[src/common/ciPkg.sv]
`default_nettype none

package ciPkg;

  // Operand and result width.
  localparam int ciWordWidth = 32;

  // Instruction number width.
  localparam int ciNumWidth = 8;

  // Opcodes carry their instruction number as encoding.
  typedef enum logic [ciNumWidth-1:0] {
    ciOpNone  = 8'd0,
    ciOpSwap  = 8'd1,
    ciOpDelay = 8'd6,
    ciOpGray  = 8'd9
  } ciOp;

  // System clock cycles per delay tick.
  localparam int delayTickCycles = 4;
  localparam int delayPrescaleWidth = $clog2(delayTickCycles);

  // Only the low bits of operand A set the tick count.
  localparam int delayCountWidth = 16;

endpackage

`default_nettype wire

[src/common/pixelPkg.sv]
`default_nettype none

package pixelPkg;

  // RGB565 field widths, red in the top bits.
  localparam int redBits   = 5;
  localparam int greenBits = 6;
  localparam int blueBits  = 5;

  // Luminance weights, scaled so they sum to 256.
  localparam int unsigned grayWeightRed   = 54;
  localparam int unsigned grayWeightGreen = 183;
  localparam int unsigned grayWeightBlue  = 19;

  // Width of one widened channel and of the gray value.
  localparam int grayWidth = 8;

endpackage

`default_nettype wire

[src/common/ciReqIf.sv]
`default_nettype none
`timescale 1ns/1ps

interface ciReqIf;
  import ciPkg::*;

  // Strobe, payload valid only while start is high.
  logic                   start;
  ciOp                    op;
  logic [ciWordWidth-1:0] dataA;
  logic [ciWordWidth-1:0] dataB;

  modport source (
    output start, op, dataA, dataB
  );

  modport unit (
    input start, op, dataA, dataB
  );

endinterface

`default_nettype wire

[src/verilog/ciDecode.sv]
`default_nettype none
`timescale 1ns/1ps

module ciDecode (
  input  wire logic                          systemClock,
  input  wire logic                          rstN,
  input  wire logic                          ciStart,
  input  wire logic [ciPkg::ciNumWidth-1:0]  ciN,
  input  wire logic [ciPkg::ciWordWidth-1:0] ciDataA,
  input  wire logic [ciPkg::ciWordWidth-1:0] ciDataB,
  ciReqIf.source                             req
);
  import ciPkg::*;

  ciOp decodedOp;

  // Unknown numbers fall through to ciOpNone.
  always_comb begin
    case (ciN)
      ciOpSwap:  decodedOp = ciOpSwap;
      ciOpDelay: decodedOp = ciOpDelay;
      ciOpGray:  decodedOp = ciOpGray;
      default:   decodedOp = ciOpNone;
    endcase
  end

  always_ff @(posedge systemClock or negedge rstN) begin
    if (!rstN) begin
      req.start <= 1'b0;
    end else begin
      req.start <= ciStart;
    end
  end

  // Payload only moves on a start.
  always_ff @(posedge systemClock) begin
    if (ciStart) begin
      req.op    <= decodedOp;
      req.dataA <= ciDataA;
      req.dataB <= ciDataB;
    end
  end

endmodule

`default_nettype wire

[src/ise/dataIse.sv]
`default_nettype none
`timescale 1ns/1ps

module dataIse (
  input  wire logic                     systemClock,
  input  wire logic                     rstN,
  ciReqIf.unit                          req,
  output logic                          done,
  output logic [ciPkg::ciWordWidth-1:0] result
);
  import ciPkg::*;
  import pixelPkg::*;

  logic [grayWidth-1:0]   redWide;
  logic [grayWidth-1:0]   greenWide;
  logic [grayWidth-1:0]   blueWide;
  logic [2*grayWidth-1:0] weightedSum;
  logic [grayWidth-1:0]   grayValue;
  logic [ciWordWidth-1:0] swapped;
  logic                   nextDone;
  logic [ciWordWidth-1:0] nextResult;

  assign swapped = {req.dataA[7:0], req.dataA[15:8], req.dataA[23:16], req.dataA[31:24]};

  // RGB565 channels padded with zeros to 8 bits.
  assign redWide   = {req.dataA[blueBits+greenBits +: redBits], {(grayWidth-redBits){1'b0}}};
  assign greenWide = {req.dataA[blueBits +: greenBits], {(grayWidth-greenBits){1'b0}}};
  assign blueWide  = {req.dataA[0 +: blueBits], {(grayWidth-blueBits){1'b0}}};

  // Weights sum to 256, so the top byte is the gray level.
  assign weightedSum = (2*grayWidth)'(grayWeightRed * redWide +
                                      grayWeightGreen * greenWide +
                                      grayWeightBlue * blueWide);
  assign grayValue = weightedSum[2*grayWidth-1:grayWidth];

  always_comb begin
    nextDone   = 1'b0;
    nextResult = '0;
    if (req.start) begin
      case (req.op)
        ciOpSwap: begin
          nextDone   = 1'b1;
          nextResult = swapped;
        end
        ciOpGray: begin
          nextDone   = 1'b1;
          nextResult = {{(ciWordWidth-grayWidth){1'b0}}, grayValue};
        end
        default: begin
          nextDone   = 1'b0;
          nextResult = '0;
        end
      endcase
    end
  end

  always_ff @(posedge systemClock or negedge rstN) begin
    if (!rstN) begin
      done   <= 1'b0;
      result <= '0;
    end else begin
      done   <= nextDone;
      result <= nextResult;
    end
  end

endmodule

`default_nettype wire

[src/ise/delayIse.sv]
`default_nettype none
`timescale 1ns/1ps

module delayIse (
  input  wire logic                     systemClock,
  input  wire logic                     rstN,
  ciReqIf.unit                          req,
  output logic                          done,
  output logic [ciPkg::ciWordWidth-1:0] result
);
  import ciPkg::*;

  typedef enum logic {
    delayIdle,
    delayCounting
  } delayState;

  delayState                     state;
  logic [delayPrescaleWidth-1:0] prescaler;
  logic                          tick;
  logic [delayCountWidth-1:0]    ticksLeft;
  logic [delayCountWidth-1:0]    loadCount;

  // A zero count still waits one tick.
  assign loadCount = (req.dataA[delayCountWidth-1:0] == '0) ?
                     delayCountWidth'(1) : req.dataA[delayCountWidth-1:0];

  assign tick = (prescaler == delayPrescaleWidth'(delayTickCycles - 1));

  // Delay answers carry no data.
  assign result = '0;

  // Free running, so the first tick lands anywhere in one period.
  always_ff @(posedge systemClock or negedge rstN) begin
    if (!rstN) begin
      prescaler <= '0;
    end else if (tick) begin
      prescaler <= '0;
    end else begin
      prescaler <= prescaler + 1'b1;
    end
  end

  always_ff @(posedge systemClock or negedge rstN) begin
    if (!rstN) begin
      state     <= delayIdle;
      ticksLeft <= '0;
      done      <= 1'b0;
    end else begin
      done <= 1'b0;
      case (state)
        delayIdle: begin
          if (req.start && req.op == ciOpDelay) begin
            ticksLeft <= loadCount;
            state     <= delayCounting;
          end
        end
        delayCounting: begin
          if (tick) begin
            ticksLeft <= ticksLeft - 1'b1;
            if (ticksLeft == delayCountWidth'(1)) begin
              done  <= 1'b1;
              state <= delayIdle;
            end
          end
        end
        default: state <= delayIdle;
      endcase
    end
  end

endmodule

`default_nettype wire

[src/verilog/ciMerge.sv]
`default_nettype none
`timescale 1ns/1ps

module ciMerge (
  input  wire logic                          systemClock,
  input  wire logic                          rstN,
  ciReqIf.unit                               req,
  input  wire logic                          dataDone,
  input  wire logic [ciPkg::ciWordWidth-1:0] dataResult,
  input  wire logic                          delayDone,
  input  wire logic [ciPkg::ciWordWidth-1:0] delayResult,
  output logic                               ciDone,
  output logic [ciPkg::ciWordWidth-1:0]      ciResult
);
  import ciPkg::*;

  logic                   noneDone;
  logic                   mergedDone;
  logic [ciWordWidth-1:0] mergedResult;

  // Answer for unknown numbers, timed like the data unit.
  always_ff @(posedge systemClock or negedge rstN) begin
    if (!rstN) begin
      noneDone <= 1'b0;
    end else begin
      noneDone <= req.start && (req.op == ciOpNone);
    end
  end

  // Idle units drive zero, so a plain OR selects the answer.
  assign mergedDone   = dataDone | delayDone | noneDone;
  assign mergedResult = dataResult | delayResult;

  always_ff @(posedge systemClock or negedge rstN) begin
    if (!rstN) begin
      ciDone   <= 1'b0;
      ciResult <= '0;
    end else begin
      ciDone   <= mergedDone;
      ciResult <= mergedResult;
    end
  end

endmodule

`default_nettype wire

[src/verilog/ciHub.sv]
`default_nettype none
`timescale 1ns/1ps

module ciHub (
  input  wire logic                          systemClock,
  input  wire logic                          rstN,
  input  wire logic                          ciStart,
  input  wire logic [ciPkg::ciNumWidth-1:0]  ciN,
  input  wire logic [ciPkg::ciWordWidth-1:0] ciDataA,
  input  wire logic [ciPkg::ciWordWidth-1:0] ciDataB,
  output logic                               ciDone,
  output logic [ciPkg::ciWordWidth-1:0]      ciResult
);
  import ciPkg::*;

  logic                   dataDone;
  logic [ciWordWidth-1:0] dataResult;
  logic                   delayDone;
  logic [ciWordWidth-1:0] delayResult;

  ciReqIf reqIf ();

  ciDecode u_ciDecode (
    .systemClock (systemClock),
    .rstN        (rstN),
    .ciStart     (ciStart),
    .ciN         (ciN),
    .ciDataA     (ciDataA),
    .ciDataB     (ciDataB),
    .req         (reqIf.source)
  );

  dataIse u_dataIse (
    .systemClock (systemClock),
    .rstN        (rstN),
    .req         (reqIf.unit),
    .done        (dataDone),
    .result      (dataResult)
  );

  delayIse u_delayIse (
    .systemClock (systemClock),
    .rstN        (rstN),
    .req         (reqIf.unit),
    .done        (delayDone),
    .result      (delayResult)
  );

  ciMerge u_ciMerge (
    .systemClock (systemClock),
    .rstN        (rstN),
    .req         (reqIf.unit),
    .dataDone    (dataDone),
    .dataResult  (dataResult),
    .delayDone   (delayDone),
    .delayResult (delayResult),
    .ciDone      (ciDone),
    .ciResult    (ciResult)
  );

endmodule

`default_nettype wire

[config.mk]
export PLATFORM = sky130hd
export DESIGN_NAME = ciHub
export DESIGN_NICKNAME = d
export VERILOG_FILES = /design/src/common/ciPkg.sv /design/src/common/pixelPkg.sv /design/src/common/ciReqIf.sv /design/src/verilog/ciDecode.sv /design/src/ise/dataIse.sv /design/src/ise/delayIse.sv /design/src/verilog/ciMerge.sv /design/src/verilog/ciHub.sv
export SDC_FILE = /design/constraint.sdc
export NUM_CORES = 1
export LEC_CHECK = 0
export CORE_ASPECT_RATIO = 0.9
export CORE_MARGIN = 5
export CORE_UTILIZATION = 33
export DETAILED_ROUTE_END_ITERATION = 7
export DONT_BUFFER_PORTS = 1
export GPL_TIMING_DRIVEN = 0
export PLACE_DENSITY = 0.59
export RECOVER_POWER = 50
export SETUP_SLACK_MARGIN = 0.02
export SYNTH_ARGS = -nofsm -noshare
export SYNTH_HDL_FRONTEND = slang
export SYNTH_SLANG_ARGS = --single-unit
[constraint.sdc]
create_clock -name systemClock -period 6.4 [get_ports systemClock]
set_input_delay 0.96 -clock systemClock [delete_from_list [all_inputs] [get_ports systemClock]]
set_output_delay 0.96 -clock systemClock [all_outputs]
set_load 0.01 [all_outputs]
Word level (Yosys, flattened, before mapping)

Index checks and enable logic that the tools add are counted.

Memories kept: 0
Bits in writable memories: 0
Word-level logic and storage cells: 55
Output and inout bits: 33
Bits in read-only memories: 0
Input bits: 75
Flip-flop bits (word level): 128
Bits in latches: 0

Multipliers: 3
Magnitude comparators: 0
Bitwise logic cells: 3
Muxes and demuxes: 17
Divide/modulo/power cells: 0
Reduce and logical (&&, ||, !) cells: 6
Eq/ne operators: 10
Shift operators: 0
Add/subtract/negate cells: 4

Operator list:

| operator              | number |
|---|---|
| $pmux 32 s2           | 1 |
| $mux 16               | 3 |
| $mux 32               | 1 |
| $pmux 16 s2           | 1 |
| $mul 5x5->10 const A  | 2 |
| $add 14x16->16        | 1 |
| $add 16x13->16        | 1 |
| $eq 16x1->1 const B   | 1 |
| $eq 8x1->1 const B    | 2 |
| $eq 8x3->1 const B    | 2 |
| $eq 8x4->1 const B    | 2 |
| $logic_not 16->1      | 1 |
| $sub 16x1->16 const B | 1 |
| $mul 8x6->14 const A  | 1 |
| $pmux 4 s3            | 1 |
| $logic_not 8->1       | 1 |
| $mux 1                | 8 |
| $add 2x1->2 const B   | 1 |
| $eq 2x2->1 const B    | 1 |
| $logic_and 1x1->1     | 2 |
| $mux 2                | 1 |
| $ne 2x1->1 const B    | 1 |
| $ne 2x2->1 const B    | 1 |
| $or 1x1->1            | 2 |
| 4 further kinds       | 4 |

Longest topological paths before layout

Word-level depth: 5
Mapped depth: 20
Mapped depth without buffers: 20

Cells and area by module

Synthesis repeated with hierarchy kept, for this count alone.

Cell total of the unflattened synthesis: 677
Area, all modules: 8,247.9 µm²

Modules (own cells, without submodules):

| module   | cells an instance | sequential area each (µm²) | area each (µm²) | times used |
|---|---|---|---|---|
| dataIse  | 341               | 825.8                      | 3,460.8         | 1 |
| ciDecode | 80                | 2,037.0                    | 2,134.5         | 1 |
| delayIse | 186               | 500.5                      | 1,574.0         | 1 |
| ciMerge  | 70                | 850.8                      | 1,078.5         | 1 |

Least setup slack after synthesis

OpenSTA, ideal clock, no wires.

Kind: register -> register
Start point: reg u_ciDecode.req.dataA[8]
End point: reg u_dataIse.result[6] in the netlist's numbering
Buffers on the path: 0
Slack: 1,355 ps
Cell stages (with the launch flop): 19
Setup time: 122 ps
Arrival: 4,923 ps
Required time: 6,278 ps
Period minus slack after synthesis: 5,045 ps
Cell sequence: edfxtp_1 -> fa_1 -> inv_1 -> fa_1 -> fa_1 -> inv_1 -> ha_1 -> a211oi_1 -> nor2_1 -> o21a_1 -> nor2_1 -> xnor2_1 -> fa_1 -> ha_1 -> o21a_1 -> o21ai_0 -> a21oi_1 -> or3_1 -> a32o_1

Cells in the longest elaborated chain, start to end: 5

RTL lines:

| item                              | line           | source |
|---|---|---|
| start: declaration                | ciReqIf.sv:14  | `output start, op, dataA, dataB` |
| start signal: assignment          | ciDecode.sv:39 | `req.dataA <= ciDataA;` |
| $mul 8x6->14                      | dataIse.sv:32  | `grayWeightGreen * greenWide +` |
| $add 14x16->16                    | dataIse.sv:31  | `assign weightedSum = (2*grayWidth)'(grayWeightRed * redWide +` |
| $add 16x13->16                    | dataIse.sv:32  |  |
| $pmux 32 s2                       | dataIse.sv:40  | `case (req.op)` |
| $mux 32                           | dataIse.sv:39  | `if (req.start) begin` |
| named net u_dataIse.nextResult[6] | dataIse.sv:21  | `logic [ciWordWidth-1:0] nextResult;` |
| end signal: assignment            | dataIse.sv:63  | `result <= nextResult;` |
| end: declaration                  | dataIse.sv:9   | `output logic [ciPkg::ciWordWidth-1:0] result` |

The timed path passes the listed nets, and every way through them passes these cells.
A chain may end at the register's enable or synchronous reset.

Worst setup path after layout

Same ends and word-level chain as after synthesis.

==> results.yml <==
worst_setup_path:
  cp_num_buf_inv: 2
  cpPeakStageDelay_ps: 610
  critPathSlowestCell: "fa_1"
  cp_common_cell: "fa_1"
  cp.required_ps: 6700
  crit_path_end_kind: "register"
  path_class: "register to register"
  arrival_ps: 5840
  worstPathCellList: "fa_1, inv_1, fa_1, fa_1, inv_1, ha_1, a211oi_1, nor2_1, o21a_1, nor2_1, xnor2_1, fa_1, ha_1, o21a_1, o21ai_0, a21oi_1, or3_1, a32o_1"
  critPathTopFamily: "adder cells"
  startpoint_type: "register"
  cp_max_fo: 7
layout:
  ff_latch_area_sq_um: 3253
  fillers: 1930
  nets: 794
  final_cell_mix: "88 x dfrtp_1, 83 x ha_1, 66 x inv_1"
  design_area_sq_um: 7666
  drive_above_1_share: 0.06410
  final_common_cell: "dfrtp_1"
  multi_input_area_sq_um: 3254
  syn_to_final_growth_pct: 12.73
  n_antenna_cell: 0
sta:
  fmax_mhz: 180.7
  skew_ps: 11.51
  drv_slew: 0
  tightest_slew_ps: 752.9
  finalHoldViolCount: 0
  fin_crit_ps: 5535
  tns_ps: 0
  slew_headroom: 0.4980
  rsz0062_at_grt: "no"
  period_share: 0.8649
  finalSetupViolCount: 0
cts:
  clock_path_buffers: 2
  clk_pin_slew_ps: 60
  tritoncts: "done"
  cts_root_buf: "clkbuf_16"
  cts_setup_buffers: 0
  holdBufCountCts: 0
  numCtsBuffers: 17
  cts.sinks: 123
  htree_levels: 4
  clk-insertion-delay-late_ps: 420
  cts_resized: 0
synth:
  synth_edf_count: 35
  synth_top_cell_by_area: "dfrtp_1"
  avgSynthCellArea_sq_um: 11.49
  synth.area.top_cells: "dfrtp_1 32%, edfxtp_1 15%, ha_1 15%, fa_1 7.4%, inv_1 3.6%"
  async_flop_share: 0.7154
  synthesis.area_sq_um: 6800
  ys_seq_elements: 123
  synth_top_area_share: 0.3238
  syn_inst: 592
  yosysSeqAreaShare: 0.4784
  synth_warnings: 0
  syn_nets: 775
  synth_ff_type: "dfrtp_1"
  ys_types: 58
global_route:
  grt_max_degree: 89
  grt_pass1_vias: 4604
  track_usage: 0.1314
  grt_pass1_wl_mm: 24.22
  gr-total-overflow: 0
  grt_antenna_before_repair: 0
power:
  p_total_mw: 3.571
  leakage_nw: 3.622
  vdd_drop_max_mv: 0.3552
  power.density_nw_per_um2: 465.8
place:
  dp_hpwl_mm: 11.09
  gp_congestion: 0.8911
  place_area_sq_um: 7119
  io_buffers: 0
floorplan:
  dieArea_sq_um: 23580
  rows: 49
  pin_count: 108
  initial_core_util: 0.3382
  chipHeight_um: 146.2
  fp.coreArea_sq_um: 20110
  die_x_um: 161.3
detailed_routing:
  ant_nets: 0
  via_count: 4445
  drt-wirelength-per-cell_um: 16.96
  avgViaCountPerCell: 5.057
  drcViolationCount: 0
  drtIter0Drc: 348
  postRouteWirelength_mm: 14.90
  first_pass_iters: 5
job:
  cap_violations: 0
status:
  status: "finished clean"
hold_path:
  hold_path_class: "input port to async pin"
## power by group
group	internal [mW]	total [mW]	switching [mW]	leakage (nW)
logic	0.742	1.69	0.953	1.83
registers	0.899	0.986	0.0868	1.52
clock network	0.520	0.891	0.371	0.270
total	2.16	3.57	1.41	3.62
## routing by layer
layer / track usage / up-vias / routed length [um]
met3: 0.03326 / 27 / 707
met1: 0.1802 / 2182 / 7094
met5: 0 / - / 0
met2: 0.2040 / 117 / 6857
met4: 0.04350 / 0 / 244
li1: - / 2119 / -
## Yosys cell counts (4+ instances only)
master    instances
clkbuf_1          9
or4_1             4
ha_1             83
a211oi_1          5
dfrtp_1          88
mux2i_1           4
and2_1           27
a31oi_1           5
nor2_1           29
nor3_1           20
a21oi_1          34
xor2_1            5
nand2_1          29
or3_1             5
fa_1             25
a21o_1            5
nor4_1            8
inv_1            66
o21ai_0          23
edfxtp_1         35
nand3_1          11
o21a_1           10
xnor2_1           9
## final cells by class
class / count / area share
tap: 255 / 0.04162
sequential: 123 / 0.4244
buffer: 10 / 0.005876
clock inverter: 12 / 0.01159
multi-input combinational: 393 / 0.4245
inverter: 66 / 0.03232
clock buffer: 20 / 0.05974
## path summary, 6_finish.rpt
check | slack, ps | endpoint | start | cells past startpoint
setup reg to reg | 860 | u_dataIse.result[6]$_DFF_PN0_ | u_ciDecode.req.dataA[8]$_DFFE_PP_ | 18
hold reg to reg | 350 | u_ciMerge.ciResult[5]$_DFF_PN0_ | u_dataIse.result[5]$_DFF_PN0_ | 0
hold / removal | 230 | u_dataIse.result[10]$_DFF_PN0_ | rstN | 0
max in group asynchronous | 6060 | u_ciMerge.ciResult[6]$_DFF_PN0_ | rstN | 0
min in group systemClock | 350 | u_ciMerge.ciResult[5]$_DFF_PN0_ | u_dataIse.result[5]$_DFF_PN0_ | 0
setup / recovery | 860 | u_dataIse.result[6]$_DFF_PN0_ | u_ciDecode.req.dataA[8]$_DFFE_PP_ | 18
## cell families after synthesis
group                      after synthesis  synth area share
AOI/OAI and AO/OA                      107            0.1003
xor gates and xnor gates                14           0.01803
adders and majority gates              108            0.2263
buffers and inverters                   76           0.04305
DFF                                    123            0.4784
muxes                                    4          0.005888
and+or+nand+nor                        160            0.1281
## state kept, by name (all words and copies together) (netlist names), 2 cells and up
name / flops
u_dataIse.result: 32
u_ciDecode.req.dataA: 32
u_delayIse.ticksLeft: 16
u_ciDecode.req.op: 3
u_ciMerge.ciResult: 32
u_delayIse.prescaler: 2
## through the flow
| stage | instances | util | setup WS (ps) | hold WS, ps |
|---|---|---|---|---|
| 2_1_floorplan | 592 | - | 1355 | 331.2 |
| 3_3_place_gp | 847 | 0.3540 | 923.5 | 333.0 |
| 3_5_place_dp | 847 | 0.3540 | 906.9 | 335.5 |
| 4_1_cts | 879 | 0.3812 | 874.0 | 201.8 |
| 5_1_grt | 879 | 0.3812 | 563.6 | 209.4 |
| 6_report | 879 | 0.3812 | 864.7 | 232.5 |
## worst register-to-register path: cells and delay by family, from the launching register on
family | cells | cell delay [ps]
flip-flops | 1 | 600
adder cells (fa/ha/maj) | 6 | 2790
AO/OA/AOI/OAI | 6 | 1240
buffers and inverters | 2 | 90
XOR/XNOR | 1 | 160
AND/OR/NAND/NOR | 3 | 540
Power figures use the tool's default switching activity.
